--- src/rtl/jtagPkg.sv ---
// Port states, opcodes, register widths, ID code, bus request/response structs, access word union
package jtagPkg;

	////////////////////////////////////////////////////////////
	// Widths and constants
	////////////////////////////////////////////////////////////
	localparam int IR_WIDTH     = 4;
	localparam int ADDR_WIDTH   = 8;
	localparam int DATA_WIDTH   = 32;
	localparam int ACCESS_WIDTH = 40; // Status/addr byte plus data word

	localparam logic [DATA_WIDTH-1:0] ID_CODE = 32'h1A5C0001;

	// Compact 3-bit port FSM encodings
	typedef enum logic [2:0] {
		IDLE  = 3'b000,
		ISEL  = 3'b001,
		DSHFT = 3'b010,
		ISHFT = 3'b100,
		DSEL  = 3'b101,
		UPDIR = 3'b110,
		UPDDR = 3'b111
	} jtagState_t;

	// Unlisted codes fall back to BYPASS at IR update
	typedef enum logic [IR_WIDTH-1:0] {
		IDCODE = 4'b0001,
		WRITE  = 4'b0010,
		READ   = 4'b0011,
		BYPASS = 4'b1111
	} jtagInstr_t;

	////////////////////////////////////////////////////////////
	// Bus side
	////////////////////////////////////////////////////////////
	typedef struct packed {
		logic                  write; // 1 for WRITE, 0 for READ
		logic [ADDR_WIDTH-1:0] addr;
		logic [DATA_WIDTH-1:0] wdata;
	} busReq_t;

	typedef struct packed {
		logic [DATA_WIDTH-1:0] rdata;
		logic                  error;
	} busRsp_t;

	// Sticky access status with done in bit 0
	typedef struct packed {
		logic [3:0] reserved; // Always zero
		logic       error;
		logic       busy;
		logic       overrun;
		logic       done;
	} accessStatus_t;

	// Same 40 bits as request going in and response coming out
	typedef union packed {
		struct packed {
			logic [ADDR_WIDTH-1:0] addr;
			logic [DATA_WIDTH-1:0] wdata;
		} req;
		struct packed {
			accessStatus_t         status;
			logic [DATA_WIDTH-1:0] rdata;
		} rsp;
	} accessWord_u;

endpackage

--- src/rtl/JtagDataRegs.sv ---
// ID, bypass and access data registers with capture, shift and TDO select
`timescale 1ns/10ps

module JtagDataRegs (
	input  logic                 i_TCK,
	input  logic                 i_reset,
	input  logic                 i_TDI,
	input  logic                 i_shiftDr,
	input  logic                 i_captureDr,
	input  jtagPkg::jtagInstr_t  i_instr,
	input  logic                 i_shiftIr,
	input  logic                 i_irTdo,
	input  jtagPkg::accessWord_u i_rspWord,   // Response view for capture

	output jtagPkg::accessWord_u o_accessWord, // Request view after shift
	output logic                 o_TDO
);

	logic [jtagPkg::DATA_WIDTH-1:0] idReg;
	logic                           bypassReg;
	jtagPkg::accessWord_u           accessReg;

	logic selId, selAccess; // Decoded DR select with bypass otherwise
	logic drTdo;

	assign selId     = (i_instr == jtagPkg::IDCODE);
	assign selAccess = (i_instr == jtagPkg::READ) || (i_instr == jtagPkg::WRITE);

	////////////////////////////////////////////////////////////
	// ID and bypass registers
	////////////////////////////////////////////////////////////
	always_ff @(posedge i_TCK) begin
		if (i_reset) begin
			idReg     <= jtagPkg::ID_CODE;
			bypassReg <= 1'b0;
		end else if (i_captureDr) begin
			if (selId) begin
				idReg <= jtagPkg::ID_CODE;
			end else if (!selAccess) begin
				bypassReg <= 1'b0; // Bypass and unknown codes
			end
		end else if (i_shiftDr) begin
			if (selId) begin
				idReg <= {i_TDI, idReg[jtagPkg::DATA_WIDTH-1:1]};
			end else if (!selAccess) begin
				bypassReg <= i_TDI; // One-bit delay
			end
		end
	end

	////////////////////////////////////////////////////////////
	// Access register
	////////////////////////////////////////////////////////////
	always_ff @(posedge i_TCK) begin
		if (i_captureDr && selAccess) begin
			accessReg.rsp <= i_rspWord.rsp; // Status and last rdata
		end else if (i_shiftDr && selAccess) begin
			accessReg <= jtagPkg::accessWord_u'(
				{i_TDI, accessReg[jtagPkg::ACCESS_WIDTH-1:1]});
		end
	end

	assign o_accessWord = accessReg; // Read as req view by the request generator

	// TDO mux giving zero outside the shift states
	always_comb begin
		if (selId) begin
			drTdo = idReg[0];
		end else if (selAccess) begin
			drTdo = accessReg[0];
		end else begin
			drTdo = bypassReg;
		end

		if (i_shiftIr) begin
			o_TDO = i_irTdo;
		end else if (i_shiftDr) begin
			o_TDO = drTdo;
		end else begin
			o_TDO = 1'b0;
		end
	end

endmodule

--- src/rtl/JtagInstrReg.sv ---
// Instruction shift register and latched current instruction
`timescale 1ns/10ps

module JtagInstrReg (
	input  logic i_TCK,
	input  logic i_reset,
	input  logic i_TDI,
	input  logic i_shiftIr,
	input  logic i_updateIr,

	output jtagPkg::jtagInstr_t o_instr, // Active instruction
	output logic                o_irTdo  // LSB out while shifting
);

	logic [jtagPkg::IR_WIDTH-1:0] irShift; // Shift stage not yet active

	////////////////////////////////////////////////////////////
	// Shift stage and update latch
	////////////////////////////////////////////////////////////
	always_ff @(posedge i_TCK) begin
		if (i_reset) begin
			irShift <= '0;
			o_instr <= jtagPkg::IDCODE; // ID readable straight after reset
		end else begin
			if (i_shiftIr) begin
				irShift <= {i_TDI, irShift[jtagPkg::IR_WIDTH-1:1]}; // TDI into MSB
			end
			if (i_updateIr) begin
				case (irShift)
					jtagPkg::IDCODE,
					jtagPkg::WRITE,
					jtagPkg::READ,
					jtagPkg::BYPASS: o_instr <= jtagPkg::jtagInstr_t'(irShift);
					default:         o_instr <= jtagPkg::BYPASS; // Unknown opcode
				endcase
			end
		end
	end

	assign o_irTdo = irShift[0];

endmodule

--- src/rtl/JtagPort.sv ---
// Top level joining state machine, IR, data registers and request generator
`timescale 1ns/10ps

module JtagPort (
	// JTAG pins
	input  logic             i_TCK,
	input  logic             i_TMS,
	input  logic             i_TDI,
	input  logic             i_reset,
	output logic             o_TDO,

	// Register bus request and response
	output jtagPkg::busReq_t o_busReq,
	output logic             o_busReqValid,
	input  logic             i_busReqReady,
	input  jtagPkg::busRsp_t i_busRsp,
	input  logic             i_busRspValid
);

	////////////////////////////////////////////////////////////
	// Internal wires
	////////////////////////////////////////////////////////////
	logic shiftIr, shiftDr, captureDr, updateIr, updateDr; // FSM strobes
	logic irTdo;

	jtagPkg::jtagInstr_t  instr;
	jtagPkg::accessWord_u accessWord; // Shifted in as request view
	jtagPkg::accessWord_u rspWord;    // Status and rdata as response view

	////////////////////////////////////////////////////////////
	// Instances
	////////////////////////////////////////////////////////////
	JtagStateMachine i_JtagStateMachine (
		.i_TCK       (i_TCK),
		.i_reset     (i_reset),
		.i_TMS       (i_TMS),
		.o_shiftIr   (shiftIr),
		.o_shiftDr   (shiftDr),
		.o_captureDr (captureDr),
		.o_updateIr  (updateIr),
		.o_updateDr  (updateDr)
	);

	JtagInstrReg i_JtagInstrReg (
		.i_TCK      (i_TCK),
		.i_reset    (i_reset),
		.i_TDI      (i_TDI),
		.i_shiftIr  (shiftIr),
		.i_updateIr (updateIr),
		.o_instr    (instr),
		.o_irTdo    (irTdo)
	);

	JtagDataRegs i_JtagDataRegs (
		.i_TCK        (i_TCK),
		.i_reset      (i_reset),
		.i_TDI        (i_TDI),
		.i_shiftDr    (shiftDr),
		.i_captureDr  (captureDr),
		.i_instr      (instr),
		.i_shiftIr    (shiftIr),
		.i_irTdo      (irTdo),
		.i_rspWord    (rspWord),
		.o_accessWord (accessWord),
		.o_TDO        (o_TDO)
	);

	JtagRequestGen i_JtagRequestGen (
		.i_TCK         (i_TCK),
		.i_reset       (i_reset),
		.i_updateDr    (updateDr),
		.i_captureDr   (captureDr),
		.i_instr       (instr),
		.i_accessWord  (accessWord),
		.i_busReqReady (i_busReqReady),
		.i_busRsp      (i_busRsp),
		.i_busRspValid (i_busRspValid),
		.o_busReq      (o_busReq),
		.o_busReqValid (o_busReqValid),
		.o_rspWord     (rspWord)
	);

endmodule

--- src/rtl/JtagRequestGen.sv ---
// Bus request issue on DR update, response store and sticky status
`timescale 1ns/10ps

module JtagRequestGen (
	input  logic                 i_TCK,
	input  logic                 i_reset,
	input  logic                 i_updateDr,
	input  logic                 i_captureDr,
	input  jtagPkg::jtagInstr_t  i_instr,
	input  jtagPkg::accessWord_u i_accessWord,  // Request view
	input  logic                 i_busReqReady,
	input  jtagPkg::busRsp_t     i_busRsp,
	input  logic                 i_busRspValid,

	output jtagPkg::busReq_t     o_busReq,
	output logic                 o_busReqValid,
	output jtagPkg::accessWord_u o_rspWord      // Response view for capture
);

	jtagPkg::accessStatus_t         status;
	logic [jtagPkg::DATA_WIDTH-1:0] rdata; // Last read data
	logic                           accessUpdate;

	assign accessUpdate = i_updateDr &&
		((i_instr == jtagPkg::READ) || (i_instr == jtagPkg::WRITE));

	////////////////////////////////////////////////////////////
	// Request side
	////////////////////////////////////////////////////////////
	always_ff @(posedge i_TCK) begin
		if (i_reset) begin
			o_busReqValid <= 1'b0;
		end else if (accessUpdate && !status.busy) begin
			o_busReqValid <= 1'b1; // Held until accepted
		end else if (o_busReqValid && i_busReqReady) begin
			o_busReqValid <= 1'b0;
		end
	end

	// Request payload stays stable while valid is high
	always_ff @(posedge i_TCK) begin
		if (accessUpdate && !status.busy) begin
			o_busReq.write <= (i_instr == jtagPkg::WRITE);
			o_busReq.addr  <= i_accessWord.req.addr;
			o_busReq.wdata <= i_accessWord.req.wdata; // Ignored on READ
		end
	end

	////////////////////////////////////////////////////////////
	// Response and sticky status
	////////////////////////////////////////////////////////////
	always_ff @(posedge i_TCK) begin
		if (i_reset) begin
			status <= '0;
			rdata  <= '0;
		end else begin
			if (i_captureDr) begin
				status.done    <= 1'b0; // Read-to-clear flags
				status.overrun <= 1'b0;
				status.error   <= 1'b0;
			end
			if (accessUpdate) begin
				if (status.busy) begin
					status.overrun <= 1'b1; // Update dropped
				end else begin
					status.busy <= 1'b1;
				end
			end
			if (i_busRspValid) begin // No ready on this side
				status.busy  <= 1'b0;
				status.done  <= 1'b1;
				status.error <= i_busRsp.error;
				rdata        <= i_busRsp.rdata;
			end
		end
	end

	assign o_rspWord.rsp.status = status;
	assign o_rspWord.rsp.rdata  = rdata;

endmodule

--- src/rtl/JtagStateMachine.sv ---
// 3-bit JTAG port FSM with shift, capture and update strobes
`timescale 1ns/10ps

module JtagStateMachine (
	input  logic i_TCK,
	input  logic i_reset,
	input  logic i_TMS,

	output logic o_shiftIr,   // IR shifts on this edge
	output logic o_shiftDr,   // Selected DR shifts on this edge
	output logic o_captureDr, // DSEL to DSHFT edge
	output logic o_updateIr,  // Edge leaving UPDIR
	output logic o_updateDr   // Edge leaving UPDDR
);

	////////////////////////////////////////////////////////////
	// State register
	////////////////////////////////////////////////////////////
	jtagPkg::jtagState_t stateQ;
	logic [2:0]          stateD;
	logic [2:0]          nextState1XX, nextState0XX;
	logic [2:0]          nextState10X, nextState00X;

	always_ff @(posedge i_TCK) begin
		if (i_reset) begin
			stateQ <= jtagPkg::IDLE;
		end else begin
			stateQ <= jtagPkg::jtagState_t'(stateD);
		end
	end

	////////////////////////////////////////////////////////////
	// Next state with one mux level per state bit
	////////////////////////////////////////////////////////////
	// DSEL goes to DSHFT or IDLE and ISHFT stays or goes to UPDIR
	assign nextState10X = stateQ[0] ? {1'b0, ~i_TMS, 1'b0} : {1'b1, i_TMS, 1'b0};
	assign nextState1XX = stateQ[1] ? 3'b000 : nextState10X; // Both updates back to IDLE

	// ISEL goes to DSEL or ISHFT and IDLE goes to ISEL or stays
	assign nextState00X = stateQ[0] ? {1'b1, 1'b0, i_TMS} : {1'b0, 1'b0, i_TMS};
	// DSHFT stays or exits through UPDDR
	assign nextState0XX = stateQ[1] ? {i_TMS, 1'b1, i_TMS} : nextState00X;

	assign stateD = stateQ[2] ? nextState1XX : nextState0XX;

	////////////////////////////////////////////////////////////
	// Strobes valid for the coming rising edge
	////////////////////////////////////////////////////////////
	assign o_shiftIr   = (stateQ == jtagPkg::ISHFT); // Exit edge shifts too
	assign o_shiftDr   = (stateQ == jtagPkg::DSHFT);
	assign o_captureDr = (stateQ == jtagPkg::DSEL) && !i_TMS;
	assign o_updateIr  = (stateQ == jtagPkg::UPDIR);
	assign o_updateDr  = (stateQ == jtagPkg::UPDDR);

endmodule

--- config.mk ---
export PLATFORM = sky130hd
export DESIGN_NAME = JtagPort
export DESIGN_NICKNAME = d
export VERILOG_FILES = /design/src/rtl/jtagPkg.sv /design/src/rtl/JtagDataRegs.sv /design/src/rtl/JtagInstrReg.sv /design/src/rtl/JtagPort.sv /design/src/rtl/JtagRequestGen.sv /design/src/rtl/JtagStateMachine.sv
export SDC_FILE = /design/constraint.sdc
export NUM_CORES = 1
export LEC_CHECK = 0
export BUFFER_PORTS_ARGS = -buffer_cell sky130_fd_sc_hd__buf_2
export CELL_PAD_IN_SITES_DETAIL_PLACEMENT = 1
export CELL_PAD_IN_SITES_GLOBAL_PLACEMENT = 1
export CORE_UTILIZATION = 45
export DETAILED_ROUTE_END_ITERATION = 7
export PLACE_DENSITY = 0.83
export SETUP_SLACK_MARGIN = 0.1
export SLEW_MARGIN = 40
export SYNTH_ARGS = -nofsm -noshare
export SYNTH_HDL_FRONTEND = slang
export SYNTH_SLANG_ARGS = --single-unit
--- constraint.sdc ---
create_clock -name i_TCK -period 4.6 [get_ports i_TCK]
set_input_delay 1.38 -clock i_TCK [delete_from_list [all_inputs] [get_ports i_TCK]]
set_output_delay 1.38 -clock i_TCK [all_outputs]
set_load 0.01 [all_outputs]
==> impl.org <==
** Floorplanning
- The initialized floorplan defines 42 standard-cell rows.
- Die X-Extent :: 120 microns
- In this run the standard cell core region covers 0.0134 sq mm.
- For this configuration, the core starts out at a cell density of 46.5%.
- Count of pins on the block boundary :: 82
- From bottom edge to top edge, the die measures 120 microns.
- The floorplan step defined a die boundary enclosing 0.0143 sq mm.

** Clocking
- In this run the post-CTS setup repair buffer count came out at 0.
- TritonCTS created 17 clock buffers.
- Number of hold-repair buffers added at the cts stage :: 0
- Clock tree buffer depth :: 2
- The H-tree was split into 4 levels.
- The tree built by TritonCTS fans out to 162 sinks.
- Post_cts resized :: 0
- Clk Latency, worst-skew pair :: 430 ps
- Root Buffer :: sky130_fd_sc_hd__clkbuf_16
- TritonCTS clock tree :: yes
- Clock input transition at the sequential cells of the worst setup and hold paths :: 60 ps

** Worst hold path
- The worst hold path belongs to the class flip-flop to flip-flop.
- Source of the worst hold timing path :: i_JtagDataRegs.o_accessWord[7]

** Critical path
- The worst register-to-register path begins at i_JtagStateMachine.stateQ[1].
- Cell depth of the worst setup path :: 3
- STA classifies the critical path endpoint as an output pin.
- Grouping stages by cell kind, the critical path spends the most delay in flip-flops.
- Standard cell with the maximum stage delay on the critical path :: sky130_fd_sc_hd__dfxtp_1
- The worst setup path is of the flip-flop to output pin kind.
- Counting cells, the worst reg-to-reg path comes to 4.
- The most critical setup path has its startpoint at i_JtagStateMachine.stateQ[1].
- Walking the worst path, the cells encountered are nor3b_2 > a31o_2 > buf_2.
- STA puts the critical path data required time at 3220 ps.
- Slowest cell delay on critical path :: 500 ps
- The critical path ends at o_TDO.
- Startpoint type of the worst setup path :: flip-flop
- Worst Path Max Fanout :: 11
- Worst flop-to-flop path endpoint :: i_JtagDataRegs.o_accessWord[9]
- The worst register-to-register path has a setup slack of 2200 ps.
- Arrival time at the worst endpoint :: 1720 ps
- Together, buffers and inverters on the worst path number 1.

** Synth
- Cell types with the largest area share after synthesis :: sky130_fd_sc_hd__edfxtp_1 39%, sky130_fd_sc_hd__dfxtp_1 26%, sky130_fd_sc_hd__mux2i_1 10%
- Number of distinct library cells after synthesis :: 44
- In this run, synthesis produced a sequential element count of 162.
- Synth Cell Area :: 0.00624 sq mm
- Fraction of synthesized area in multiplexers :: 17.4%
- Sequential cell area fraction in the yosys report :: 65.0%
- Counting every net in the synthesized netlist gives 495.
- Ys Warns :: 0
- Synthesized instance count :: 456
- Each instance of the synthesized netlist takes up on average 13.7 sq um.
- After synthesis, the largest family of logic cells by area is multiplexers.
- The synthesized design devotes to its leading area cell type 39.0% of total area.
- Post-synthesis adder-cell area fraction :: 0%
- Cell accounting for the most synthesized area :: sky130_fd_sc_hd__edfxtp_1
- Fraction of the mapped netlist area in compound gates :: 2.01%
- The synthesized netlist devotes 12.6% of its cell area to simple gates.
- After Yosys synthesis, XOR and XNOR cells account for 0.281% of the synthesized area.

** Cells and area
- ANT cells :: 0
- Final net count :: 574
- Layout overhead on the synthesized area :: 18.3%
- Highest-count cells in the layout ignoring fill and taps :: 81 x sky130_fd_sc_hd__dfxtp_1, 81 x sky130_fd_sc_hd__edfxtp_1, 80 x sky130_fd_sc_hd__buf_2
- Layout cells sized above 1 :: 30.5%
- Number of cells in the finished layout apart from fillers :: 724

** Place
- At the end of routability-driven placement, the weighted congestion stood at 0.689.
- Placement Setup Slack :: 1220 ps
- Detailed placement finished with a half-perimeter wire length of 7920 microns.
- Including well taps, the total number of placed cells is 691.
- The count of buffers added on input and output ports is 81.

** Power and ir drop
- Cell-internal power :: 2.39 mW
- IR analysis of the VDD net gives a maximum drop of 0.274 mV.
- Net switching is 22.4% of the power.
- Proportion of power drawn by the clock network :: 44.1%
- Sequential cells burn 50.7% of the power.
- Ratio of total power to cell area :: 418 mW/mm^2
- Reported leakage power :: 2.79 nW
- Per report_power, the combinational group accounts for 5.1% of the total.
- Switching power :: 0.690 mW

** Timing
- Final critical-path setup slack :: 1500 ps
- Total count of hold-check failures in the final report :: 0
- RSZ-0062 raised after global routing :: no
- Setup violations remaining at the end of the flow were counted as 0.
- Worst-case headroom to the max-slew limit :: 50.3%
- Static timing analysis puts the maximum clock frequency at 0.322 GHz.
- Measured slew at the worst slew-check pin :: 744 ps
- Final period utilization :: 67.4%
- Setup total negative slack on the finished layout was measured at 0 ps.
- Count of pins over their slew limit :: 0
- Crit path time final :: 3100 ps
- Clock Skews :: 8.75 ps

** Status
- The flow ran to the end, and the final reports show no timing, DRC or antenna violations.

** GRT
- Number of antenna violations at the first check in global routing :: 0
- GRT Overall Usage :: 19.7%
- The via count of the first global-routing pass came to 3985.
- The total overflow left after global routing is 0.
- The first global-routing pass estimated 21100 microns of wire.
- Entering global routing, the biggest net connects 49 pins.

** Drt
- For this block, the routed nets add up to 13000 microns of wire.
- Once detail routing completed, the nets flagged for antenna violations numbered 0.
- Drt via density :: 5.15
- Detailed routing inserted a total of 3731 vias.
- For this run, design rule violations remaining after detail routing come to 0.
- Average wire per standard cell :: 17.9 microns
- First-iteration detailed-routing DRC count :: 225
- Number of search-and-repair iterations in the first detailed-routing pass :: 6

** Job
- The tool flagged a number of max-cap violations equal to 0.
-- sequential cells by signal, indices dropped and copies added (netlist names), 3 cells and up --
name and count:
i_JtagRequestGen.rdata 32, i_JtagDataRegs.o_accessWord 40, i_JtagInstrReg.irShift 4, i_JtagRequestGen.o_rspWord 4
i_JtagStateMachine.stateQ 3, i_JtagRequestGen.o_busReq 41, i_JtagInstrReg.o_instr 4, i_JtagDataRegs.idReg 32
-- layout make-up --
type | count | area (sq um)
inverter | 2 | 7.51
sequential | 162 | 4050
tap | 176 | 220
clock buffer | 19 | 453
multi-input combinational | 263 | 2030
clock inverter | 13 | 126
fill | 1360 | 6020
timing repair buffer | 89 | 488
-- layer usage --
metal  vias up  global-route usage [%]  wire length, microns
met3        18                    5.09                   530
met2        85                    34.1                  6690
met1      1853                    23.6                  5560
li1       1775                       -                     -
met4         0                    7.19                   197
met5         -                       0                     0
-- cells in the mapped netlist (all sizes together) --
| master | number |
|---|---|
| o31a | 2 |
| mux2 | 39 |
| nand3b | 8 |
| nand2 | 3 |
| and2 | 4 |
| a32oi | 1 |
| nor2b | 4 |
| or2 | 1 |
| and4b | 2 |
| nor4b | 1 |
| a31o | 1 |
| or2b | 2 |
| edfxtp | 81 |
| nor4bb | 1 |
| o31ai | 1 |
| o21a | 3 |
| clkbuf | 9 |
| o21bai | 1 |
| and4bb | 1 |
| inv | 2 |
| nand2b | 39 |
| xor2 | 2 |
| and3 | 1 |
| nor3b | 4 |
| nand4bb | 1 |
| a31oi | 1 |
| a211oi | 1 |
| nand4 | 2 |
| o21ai | 1 |
| o32ai | 1 |
| nor2 | 57 |
| dfxtp | 81 |
| buf | 20 |
| nor3 | 8 |
| mux2i | 64 |
| a21oi | 5 |
| and3b | 1 |
-- worst min-delay path by stage --
| stage | endpoint | slack [ps] | cells after the start |
|---|---|---|---|
| 2_1_floorplan | i_JtagRequestGen.o_busReq[37] | 420 | 0 |
| 3_3_place_gp | i_JtagRequestGen.o_busReq[32] | 430 | 0 |
| 3_5_place_dp | i_JtagRequestGen.o_busReq[7] | 430 | 0 |
| 4_1_cts | i_JtagRequestGen.o_busReq[34] | 450 | 0 |
| 5_1_grt | i_JtagRequestGen.o_busReq[6] | 460 | 0 |
| 6_report | i_JtagRequestGen.o_busReq[7] | 450 | 0 |
-- power by group through the flow --
stage / clock, mW / combinational (mW) / sequential, mW
after global routing: 1.45 / 0.173 / 1.57
after CTS: 1.39 / 0.159 / 1.56
after floorplan: 0 / 0.129 / 1.58
after global placement: 0 / 0.146 / 1.59
after detailed placement: 0 / 0.155 / 1.59
final: 1.36 / 0.159 / 1.56
-- cells by family (layout without fill, tap and decap cells) --
kind of cell / Yosys count / in the layout
xor+xnor: 2 / 2
simple gates: 140 / 140
compound gates: 18 / 18
mux: 103 / 103
flops: 162 / 162
buf+inv: 31 / 123
-- stage by stage --
| step | instance area, sq um | util (%) | power (mW) | hold WS [ps] |
|---|---|---|---|---|
| final | 7380 | 55.0 | 3.08 | 450 |
| after global routing | 7380 | 55.0 | 3.19 | 464 |
| after global placement | 6760 | 50.5 | 1.74 | 429 |
| after detailed placement | 6770 | 50.5 | 1.75 | 432 |
| after CTS | 7350 | 54.8 | 3.11 | 451 |
| after floorplan | 6240 | - | 1.71 | 417 |
No activity file was read; power rests on OpenSTA's default activity.
